## config.mk

```make
export PLATFORM = sky130hd
export DESIGN_NAME = udp_tx_top
export DESIGN_NICKNAME = d
export VERILOG_FILES = /design/src/verilog/udp_tx_pkg.sv /design/src/verilog/udp_tx_ifs.sv /design/src/verilog/eth_crc32.sv /design/src/verilog/payload_fifo.sv /design/src/verilog/udp_frame_tx.sv /design/src/verilog/udp_tx_top.sv
export SDC_FILE = /design/constraint.sdc
export NUM_CORES = 2
export LEC_CHECK = 0
export ABC_AREA = 1
export BUFFER_PORTS_ARGS = -buffer_cell sky130_fd_sc_hd__buf_2
export CORE_UTILIZATION = 40
export CTS_CLUSTER_DIAMETER = 50
export DETAILED_ROUTE_END_ITERATION = 8
export GPL_ROUTABILITY_DRIVEN = 0
export PLACE_DENSITY_LB_ADDON = 0.2
export SETUP_SLACK_MARGIN = 0.2
export SLEW_MARGIN = 20
export SYNTH_ARGS = -nofsm -noshare
export SYNTH_HDL_FRONTEND = slang
export SYNTH_SLANG_ARGS = --single-unit
export TNS_END_PERCENT = 50
```

## constraint.sdc

```tcl
create_clock -name clk -period 5.9 [get_ports clk]
set_clock_uncertainty 0.2 [all_clocks]
set_input_delay 1.18 -clock clk [delete_from_list [all_inputs] [get_ports clk]]
set_output_delay 1.18 -clock clk [all_outputs]
set_load 0.02 [all_outputs]
```

## src/verilog/udp_tx_pkg.sv

```systemverilog
package udp_tx_pkg;

    //**********************************************************
    // addresses and ports
    //**********************************************************
    localparam logic [47:0] BOARD_MAC       = 48'ha0_b1_c2_d3_e1_e1;
    localparam logic [31:0] BOARD_IP        = 32'hc0_a8_01_0b; // 192.168.1.11
    localparam logic [47:0] DEFAULT_DES_MAC = 48'h84_a9_38_bf_c9_a0;
    localparam logic [31:0] DEFAULT_DES_IP  = 32'ha9_fe_33_78; // 169.254.51.120
    localparam logic [15:0] UDP_PORT        = 16'd1234;        // src and dst

    //**********************************************************
    // protocol constants
    //**********************************************************
    localparam logic [7:0]  PREAMBLE_BYTE     = 8'h55;
    localparam logic [7:0]  SFD_BYTE          = 8'hd5;
    localparam logic [15:0] ETH_TYPE_IPV4     = 16'h0800;
    localparam logic [7:0]  IP_VER_IHL        = 8'h45;   // v4, 5 words
    localparam logic [15:0] IP_FLAGS          = 16'h4000; // don't fragment
    localparam logic [7:0]  IP_TTL            = 8'h40;
    localparam logic [7:0]  IP_PROTO_UDP      = 8'd17;
    localparam logic [15:0] IP_UDP_HDR_BYTES  = 16'd28;
    localparam logic [15:0] UDP_HDR_BYTES     = 16'd8;
    localparam logic [15:0] MIN_PAYLOAD       = 16'd18;   // 46 byte min minus headers
    localparam logic [31:0] CRC_POLY          = 32'hedb88320; // reflected
    localparam logic [31:0] CRC_INIT          = 32'hffff_ffff;

    // payload buffer
    localparam int PAY_FIFO_DEPTH = 256;
    localparam int PAY_LEVEL_W    = 9;

    // framer states, one-hot
    localparam logic [8:0] ST_IDLE     = 9'b0_0000_0001;
    localparam logic [8:0] ST_WAIT     = 9'b0_0000_0010;
    localparam logic [8:0] ST_CHECK    = 9'b0_0000_0100;
    localparam logic [8:0] ST_PREAMBLE = 9'b0_0000_1000;
    localparam logic [8:0] ST_ETH_HEAD = 9'b0_0001_0000;
    localparam logic [8:0] ST_IP_HEAD  = 9'b0_0010_0000;
    localparam logic [8:0] ST_TX_DATA  = 9'b0_0100_0000;
    localparam logic [8:0] ST_PAD      = 9'b0_1000_0000;
    localparam logic [8:0] ST_FCS      = 9'b1_0000_0000;

    // one IP/UDP header word
    // bytes[3] goes out first, half[1] is the upper halfword
    typedef union packed {
        logic [3:0][7:0]  bytes;
        logic [1:0][15:0] half;
    } ip_word_u;

endpackage

```

## src/verilog/udp_tx_ifs.sv

```systemverilog
`timescale 1ns/1ps

//**********************************************************
// payload stream from the buffer to the framer
//**********************************************************
interface pay_stream_if;
    import udp_tx_pkg::*;

    logic [7:0]             data;  // registered read data
    logic                   valid; // buffer not empty
    logic                   ready; // pop request
    logic [PAY_LEVEL_W-1:0] level; // bytes held

    modport src (
        output data,
        output valid,
        output level,
        input  ready
    );

    modport snk (
        input  data,
        input  valid,
        input  level,
        output ready
    );
endinterface

//**********************************************************
// byte feed into the CRC engine
//**********************************************************
interface crc_if;
    logic [7:0]  data;
    logic        en;
    logic        clr;
    logic [31:0] crc; // register value

    modport host (
        output data,
        output en,
        output clr,
        input  crc
    );

    modport engine (
        input  data,
        input  en,
        input  clr,
        output crc
    );
endinterface

```

## src/verilog/eth_crc32.sv

```systemverilog
`timescale 1ns/1ps

module eth_crc32 (
    input  logic clk,
    input  logic rst_n,
    crc_if.engine crc
);
    import udp_tx_pkg::*;

    logic [31:0] crc_q;
    logic [31:0] crc_next;

    // one byte through the reflected polynomial, lsb first
    function automatic logic [31:0] crc_byte(input logic [31:0] c_in,
                                             input logic [7:0]  d);
        logic [31:0] c;
        c = c_in ^ {24'd0, d};
        for (int i = 0; i < 8; i++) begin
            if (c[0]) begin
                c = (c >> 1) ^ CRC_POLY;
            end else begin
                c = c >> 1;
            end
        end
        return c;
    endfunction

    assign crc_next = crc_byte(crc_q, crc.data);

    always_ff @(posedge clk or negedge rst_n) begin
        if (!rst_n) begin
            crc_q <= CRC_INIT;
        end else if (crc.clr) begin
            crc_q <= CRC_INIT; // ready for the next frame
        end else if (crc.en) begin
            crc_q <= crc_next;
        end
    end

    assign crc.crc = crc_q;

endmodule

```

## src/verilog/payload_fifo.sv

```systemverilog
`timescale 1ns/1ps

module payload_fifo (
    input  logic       clk,
    input  logic       rst_n,
    input  logic [7:0] pay_data,
    input  logic       pay_valid,
    output logic       pay_ready,
    pay_stream_if.src  rd
);
    import udp_tx_pkg::*;

    logic [7:0]             mem [PAY_FIFO_DEPTH];
    logic [PAY_LEVEL_W-2:0] wr_ptr;
    logic [PAY_LEVEL_W-2:0] rd_ptr;
    logic [PAY_LEVEL_W-1:0] level;
    logic [7:0]             rd_data;
    logic                   push;
    logic                   pop;

    assign pay_ready = (level != PAY_LEVEL_W'(PAY_FIFO_DEPTH)); // not full
    assign push      = pay_valid & pay_ready;
    assign pop       = rd.ready & rd.valid;

    assign rd.valid = (level != '0);
    assign rd.level = level;
    assign rd.data  = rd_data;

    // pointers wrap on their own since depth is a power of two
    always_ff @(posedge clk or negedge rst_n) begin
        if (!rst_n) begin
            wr_ptr <= '0;
            rd_ptr <= '0;
            level  <= '0;
        end else begin
            if (push) begin
                wr_ptr <= wr_ptr + 1'b1;
            end
            if (pop) begin
                rd_ptr <= rd_ptr + 1'b1;
            end
            case ({push, pop})
                2'b10:   level <= level + 1'b1;
                2'b01:   level <= level - 1'b1;
                default: level <= level;
            endcase
        end
    end

    // storage and read register
    always_ff @(posedge clk) begin
        if (push) begin
            mem[wr_ptr] <= pay_data;
        end
        if (pop) begin
            rd_data <= mem[rd_ptr]; // shows up the cycle after the pop
        end
    end

endmodule

```

## src/verilog/udp_frame_tx.sv

```systemverilog
`timescale 1ns/1ps

module udp_frame_tx (
    input  logic        clk,
    input  logic        rst_n,
    input  logic        req_valid,
    output logic        req_ready,
    input  logic [15:0] req_len,
    input  logic [31:0] req_des_ip,
    input  logic [47:0] req_des_mac,
    pay_stream_if.snk   pay,
    crc_if.host         crc,
    output logic        gmii_tx_en,
    output logic [7:0]  gmii_txd,
    output logic        tx_done
);
    import udp_tx_pkg::*;

    logic [8:0]       state;
    logic [8:0]       state_nxt;
    logic [15:0]      cnt;       // position inside the current state
    logic [15:0]      cnt_nxt;
    logic             accept;
    logic             tx_en_nxt;
    logic [7:0]       txd_nxt;
    logic             crc_feed;
    logic             rd_req;

    logic [15:0]      ip_ident;
    logic [15:0]      len_r;
    logic [47:0]      des_mac_r;
    ip_word_u         hdr [7];   // IPv4 header then UDP header
    logic [31:0]      csum;
    logic [31:0]      csum_all;
    logic [13:0][7:0] eth_bytes;

    assign req_ready = (state == ST_IDLE);
    assign accept    = req_valid & req_ready;
    assign eth_bytes = {des_mac_r, BOARD_MAC, ETH_TYPE_IPV4};

    // sum of the ten IPv4 halfwords
    always_comb begin
        csum_all = '0;
        for (int i = 0; i < 5; i++) begin
            for (int j = 0; j < 2; j++) begin
                csum_all = csum_all + 32'(hdr[i].half[j]);
            end
        end
    end

    //**********************************************************
    // request capture and header checksum
    //**********************************************************
    always_ff @(posedge clk or negedge rst_n) begin
        if (!rst_n) begin
            ip_ident <= '0;
        end else if (accept) begin
            ip_ident <= ip_ident + 16'd1; // first frame carries 1
        end
    end

    always_ff @(posedge clk) begin
        if (accept) begin
            len_r     <= req_len;
            des_mac_r <= (req_des_mac != '0) ? req_des_mac : DEFAULT_DES_MAC;
            hdr[0]    <= {IP_VER_IHL, 8'h00, req_len + IP_UDP_HDR_BYTES};
            hdr[1]    <= {ip_ident + 16'd1, IP_FLAGS};
            hdr[2]    <= {IP_TTL, IP_PROTO_UDP, 16'h0000}; // checksum filled later
            hdr[3]    <= BOARD_IP;
            hdr[4]    <= (req_des_ip != '0) ? req_des_ip : DEFAULT_DES_IP;
            hdr[5]    <= {UDP_PORT, UDP_PORT};
            hdr[6]    <= {req_len + UDP_HDR_BYTES, 16'h0000}; // no udp checksum
        end else if (state == ST_CHECK) begin
            case (cnt[1:0])
                2'd0: csum <= csum_all;
                2'd1: csum <= 32'(csum[31:16]) + 32'(csum[15:0]); // fold carries
                2'd2: csum <= 32'(csum[31:16]) + 32'(csum[15:0]); // and once more
                default: hdr[2].half[0] <= ~csum[15:0];
            endcase
        end
    end

    //**********************************************************
    // frame sequencing
    //**********************************************************
    // the *_nxt values land on gmii one cycle later
    always_comb begin
        state_nxt = state;
        cnt_nxt   = cnt;
        tx_en_nxt = 1'b0;
        txd_nxt   = 8'd0;
        crc_feed  = 1'b0;
        rd_req    = 1'b0;
        case (state)
            ST_IDLE: begin
                if (req_valid) begin
                    state_nxt = ST_WAIT;
                    cnt_nxt   = '0;
                end
            end
            ST_WAIT: begin
                // whole payload buffered so the data phase never stalls
                if (16'(pay.level) >= len_r) begin
                    state_nxt = ST_CHECK;
                end
            end
            ST_CHECK: begin
                cnt_nxt = cnt + 16'd1;
                if (cnt == 16'd3) begin
                    state_nxt = ST_PREAMBLE;
                    cnt_nxt   = '0;
                end
            end
            ST_PREAMBLE: begin
                tx_en_nxt = 1'b1;
                txd_nxt   = (cnt == 16'd7) ? SFD_BYTE : PREAMBLE_BYTE;
                cnt_nxt   = cnt + 16'd1;
                if (cnt == 16'd7) begin
                    state_nxt = ST_ETH_HEAD;
                    cnt_nxt   = '0;
                end
            end
            ST_ETH_HEAD: begin
                tx_en_nxt = 1'b1;
                crc_feed  = 1'b1;
                txd_nxt   = eth_bytes[4'd13 - cnt[3:0]];
                cnt_nxt   = cnt + 16'd1;
                if (cnt == 16'd13) begin
                    state_nxt = ST_IP_HEAD;
                    cnt_nxt   = '0;
                end
            end
            ST_IP_HEAD: begin
                tx_en_nxt = 1'b1;
                crc_feed  = 1'b1;
                txd_nxt   = hdr[cnt[4:2]].bytes[2'd3 - cnt[1:0]];
                cnt_nxt   = cnt + 16'd1;
                if (cnt == 16'd27) begin
                    cnt_nxt = '0;
                    if (len_r == '0) begin
                        state_nxt = ST_PAD;
                    end else begin
                        rd_req    = 1'b1; // first byte one cycle early
                        state_nxt = ST_TX_DATA;
                    end
                end
            end
            ST_TX_DATA: begin
                tx_en_nxt = 1'b1;
                crc_feed  = 1'b1;
                txd_nxt   = pay.data;
                rd_req    = (cnt + 16'd1 < len_r);
                cnt_nxt   = cnt + 16'd1;
                if (cnt == len_r - 16'd1) begin
                    if (len_r < MIN_PAYLOAD) begin
                        state_nxt = ST_PAD; // cnt keeps counting
                    end else begin
                        state_nxt = ST_FCS;
                        cnt_nxt   = '0;
                    end
                end
            end
            ST_PAD: begin
                tx_en_nxt = 1'b1;
                crc_feed  = 1'b1;
                cnt_nxt   = cnt + 16'd1;
                if (cnt == MIN_PAYLOAD - 16'd1) begin
                    state_nxt = ST_FCS;
                    cnt_nxt   = '0;
                end
            end
            ST_FCS: begin
                tx_en_nxt = 1'b1;
                txd_nxt   = ~crc.crc[{cnt[1:0], 3'b000} +: 8]; // low byte first
                cnt_nxt   = cnt + 16'd1;
                if (cnt == 16'd3) begin
                    state_nxt = ST_IDLE;
                    cnt_nxt   = '0;
                end
            end
            default: begin
                state_nxt = ST_IDLE;
                cnt_nxt   = '0;
            end
        endcase
    end

    always_ff @(posedge clk or negedge rst_n) begin
        if (!rst_n) begin
            state      <= ST_IDLE;
            cnt        <= '0;
            gmii_tx_en <= 1'b0;
            gmii_txd   <= 8'd0;
            tx_done    <= 1'b0;
        end else begin
            state      <= state_nxt;
            cnt        <= cnt_nxt;
            gmii_tx_en <= tx_en_nxt;
            gmii_txd   <= txd_nxt;
            tx_done    <= gmii_tx_en & ~tx_en_nxt; // falling edge of tx_en
        end
    end

    // crc sees each byte at the edge it is registered onto gmii
    assign crc.data  = txd_nxt;
    assign crc.en    = crc_feed;
    assign crc.clr   = tx_done;
    assign pay.ready = rd_req;

endmodule

```

## src/verilog/udp_tx_top.sv

```systemverilog
`timescale 1ns/1ps

module udp_tx_top (
    input  logic        clk,
    input  logic        rst_n,

    // frame request
    input  logic        req_valid,
    output logic        req_ready,
    input  logic [15:0] req_len,
    input  logic [31:0] req_des_ip,
    input  logic [47:0] req_des_mac,

    // payload bytes
    input  logic [7:0]  pay_data,
    input  logic        pay_valid,
    output logic        pay_ready,

    // GMII transmit
    output logic        gmii_tx_en,
    output logic [7:0]  gmii_txd,
    output logic        tx_done
);

    pay_stream_if pay_bus ();
    crc_if        crc_bus ();

    payload_fifo payload_fifo_inst (
        .clk       (clk),
        .rst_n     (rst_n),
        .pay_data  (pay_data),
        .pay_valid (pay_valid),
        .pay_ready (pay_ready),
        .rd        (pay_bus.src)
    );

    udp_frame_tx udp_frame_tx_inst (
        .clk         (clk),
        .rst_n       (rst_n),
        .req_valid   (req_valid),
        .req_ready   (req_ready),
        .req_len     (req_len),
        .req_des_ip  (req_des_ip),
        .req_des_mac (req_des_mac),
        .pay         (pay_bus.snk),
        .crc         (crc_bus.host),
        .gmii_tx_en  (gmii_tx_en),
        .gmii_txd    (gmii_txd),
        .tx_done     (tx_done)
    );

    eth_crc32 eth_crc32_inst (
        .clk   (clk),
        .rst_n (rst_n),
        .crc   (crc_bus.engine)
    );

endmodule
```

==> results.cfg <==
[yosys]
netlist_top_cells_count = 2254 x edfxtp_1, 1484 x nor2_1, 1157 x o21ai_0
synth_area_per_cell_sq_um = 11.76
yosysTopAreaCellShare_pct = 66.52
synthesis.area_sq_um = 101800
netlist_top_cells_area = edfxtp_1 67%, o21ai_0 5.7%, nor2_1 5.5%, nand2_1 3.3%, nand3_1 2.3%
synth_seq_area_share_pct = 69.21
synth_warnings = 0
yosysTopAreaCell = edfxtp_1
synthCells = 8654
post-synth-top-count-cell = edfxtp_1
synth-edff-count = 2254
ys.flop_type = edfxtp_1
synth-seq-cells = 2362
synth_cell_type_count = 57
async_flop_share_pct = 4.572

[global_route]
grt_pass1_vias = 67010
grt_pass1_wl_um = 450900
grt_usage_pct = 23.51
grt_overflow = 0
grt_max_degree = 173
grt_antenna_before_repair = 3

[clock_tree]
cts.clk_slew.worst_paths_ns = 0.06
cts_buffers = 299
cts_tree = built
clock_path_buffers = 4
worstSkewPairLatency_ns = 0.96
cts_setup_buffers = 0
cts.sinks = 2362
cts_max_level = 5
cts-root-buf = clkbuf_16

[floorplanning]
ios = 120
start_util_pct = 40.37
die_h_um = 506.4
die-width_um = 506.4
fp-row-count = 184
dieArea_sq_um = 256400
core_sq_um = 252100

[cells_and_area]
drive_gt1_share_pct = 9.571
fin_nets = 8960
final.fill_count = 22660
area_growth_syn_to_layout_pct = 13.79

[setup_path]
required_ns = 6.48
max_stage_delay_ns = 0.38
cp-startpoint = udp_frame_tx_inst.cnt[2]
cp_common_cell = nand2_1
worstPathMaxFanout = 5
critPathSlowestCell = dfrtp_1
worst-setup-path-type = register to register
start_kind = register
regToRegStartpoint = udp_frame_tx_inst.cnt[2]
critical_path_arrival_ns = 5.70
end_kind = register

[timing]
finalSetupViolCount = 0
setup_ws_ns = 0.7858
hold_viol_final = 0
finalCritPeriodShare_pct = 86.68
finalMaxSlewViolations = 0
rsz0062_at_grt = false
timing.setup.tns_ns = 0
period_needed_ns = 5.114
slew_headroom_pct = 23.36
fmax_ghz = 0.1955
tightest_slew_ns = 1.138

[power_and_ir_drop]
irDropWorstVdd_v = 0.0007510
powerDensity_nw_per_um2 = 450.2
finalPower_mw = 52.12
p_leak_nw = 40.24

[route]
avgViaCountPerCell = 5.685
wirelength_um = 306900
drc = 0
routedWlPerCell_um = 25.07
first_pass_iters = 6
final_antenna_net_count = 0
vias = 69590
drt-initial-drc-count = 7726

[run]
cap_viol_max_count = 0

[placement]
dp_slack_ns = 0.6514
place_hpwl_um = 183800
port_buffers = 119

[run_status]
status = complete, no violations

[hold_path]
worstHoldPathType = primary input to async pin
state kept, by name (all words and copies together) (netlist names):
signal                        count
payload_fifo_inst.mem          2048
udp_frame_tx_inst.gmii_txd        8
udp_frame_tx_inst.des_mac_r      48
udp_frame_tx_inst.hdr           114
udp_frame_tx_inst.csum           20
eth_crc32_inst.crc.crc           32
payload_fifo_inst.rd.level        9
udp_frame_tx_inst.cnt            16
udp_frame_tx_inst.crc.clr         1
payload_fifo_inst.rd_ptr          8
payload_fifo_inst.wr_ptr          8
payload_fifo_inst.rd.data         8
udp_frame_tx_inst.state           9
udp_frame_tx_inst.ip_ident       16
udp_frame_tx_inst.len_r          16
udp_frame_tx_inst.gmii_tx_en      1
logic make-up after synthesis:
kind of cell,share of synthesized area [%]
flip-flops,69.21
XOR/XNOR,0.8681
AND/OR/NAND/NOR,12.20
AO/OA/AOI/OAI,11.13
multiplexers,0.01107
adder cells (fa/ha/maj),2.661
buffers and inverters,3.913
other,0.007380
worst max-delay path: cells and delay by family, from the launching register on:
kind,cells,cell delay (ns)
xor+xnor,2,0.35
buf+inv,2,0.14
compound gates,7,1.08
fa+ha+maj,4,1.00
flops,1,0.38
simple gates,17,1.86
stage by stage:
| stage | hold slack [ns] | utilization (%) | instances | cell area, sq um |
|---|---|---|---|---|
| floorplan | 0.2473 | - | 8656 | 101800 |
| CTS | 0.1019 | 45.92 | 12240 | 115800 |
| global placement | 0.2629 | 42.09 | 11720 | 106100 |
| global route | 0.1708 | 45.93 | 12240 | 115800 |
| detailed placement | 0.2660 | 42.09 | 11720 | 106100 |
| finish | 0.1239 | 45.93 | 12240 | 115800 |
layout by cell type (no fill, tap or decap), types with 42 or more instances in the layout:
| master | synthesis | routed |
|---|---|---|
| nor2_1 | 1484 | 1479 |
| clkinv_1 | 3 | 42 |
| nand4_1 | 65 | 65 |
| xor2_1 | 84 | 84 |
| o221ai_1 | 184 | 184 |
| inv_1 | 414 | 410 |
| fa_1 | 59 | 59 |
| nand3_1 | 458 | 452 |
| a21oi_1 | 155 | 154 |
| nand2_1 | 898 | 897 |
| o21ai_0 | 1157 | 1157 |
| clkbuf_1 | 492 | 47 |
| clkbuf_16 | 0 | 310 |
| edfxtp_1 | 2254 | 2254 |
| o22ai_1 | 336 | 336 |
| dfrtp_1 | 75 | 70 |
| buf_4 | 16 | 146 |
| ha_1 | 122 | 121 |
| o211ai_1 | 82 | 82 |
| buf_2 | 44 | 110 |
where the power goes:
part           switching (mW)  internal, mW  total, mW
Sequential              0.574          19.5       20.1
Clock                    7.08          10.9       18.0
Combinational            9.58          4.45       14.0
layout make-up:
type                            instances  area, sq um  area share, %
Clock inverter                        157         1630          1.408
Inverter                              425         1625          1.404
Multi-Input combinational cell       5286        27440          23.70
Tap cell                             3348         4189          3.618
Timing Repair Buffer                  297         2427          2.096
Antenna cell                            2        5.005       0.004322
Sequential cell                      2362        70440          60.84
Clock buffer                          364         8030          6.935
path summary, 6_finish.rpt:
path                                                   end  slack, ns  cells after the start
setup reg to reg             payload_fifo_inst.rd.level[8]       0.79                     32
max in group asynchronous      payload_fifo_inst.rd_ptr[1]       4.72                      2
setup / recovery             payload_fifo_inst.rd.level[8]       0.79                     32
hold reg to reg                 eth_crc32_inst.crc.crc[21]       0.27                      2
hold / removal                    udp_frame_tx_inst.cnt[9]       0.12                      2
min in group clk           udp_frame_tx_inst.des_mac_r[25]       0.24                      1
repair_timing:
action	in CTS	in global routing
gates resized for setup	0	5
hold buffers	0	0
endpoints found under the hold margin	0	0
setup endpoints to repair	0	2
per-layer routing:
layer | track usage (%) | part of all wire (%) | up-vias
met5 | 0 | 0 | -
met4 | 7.984 | 3.3 | 0
met3 | 3.864 | 7.6 | 528
met2 | 37.75 | 47 | 3051
met1 | 32.35 | 42 | 34720
li1 | - | - | 31290
Note: power is estimated with default switching activity, not from simulation.
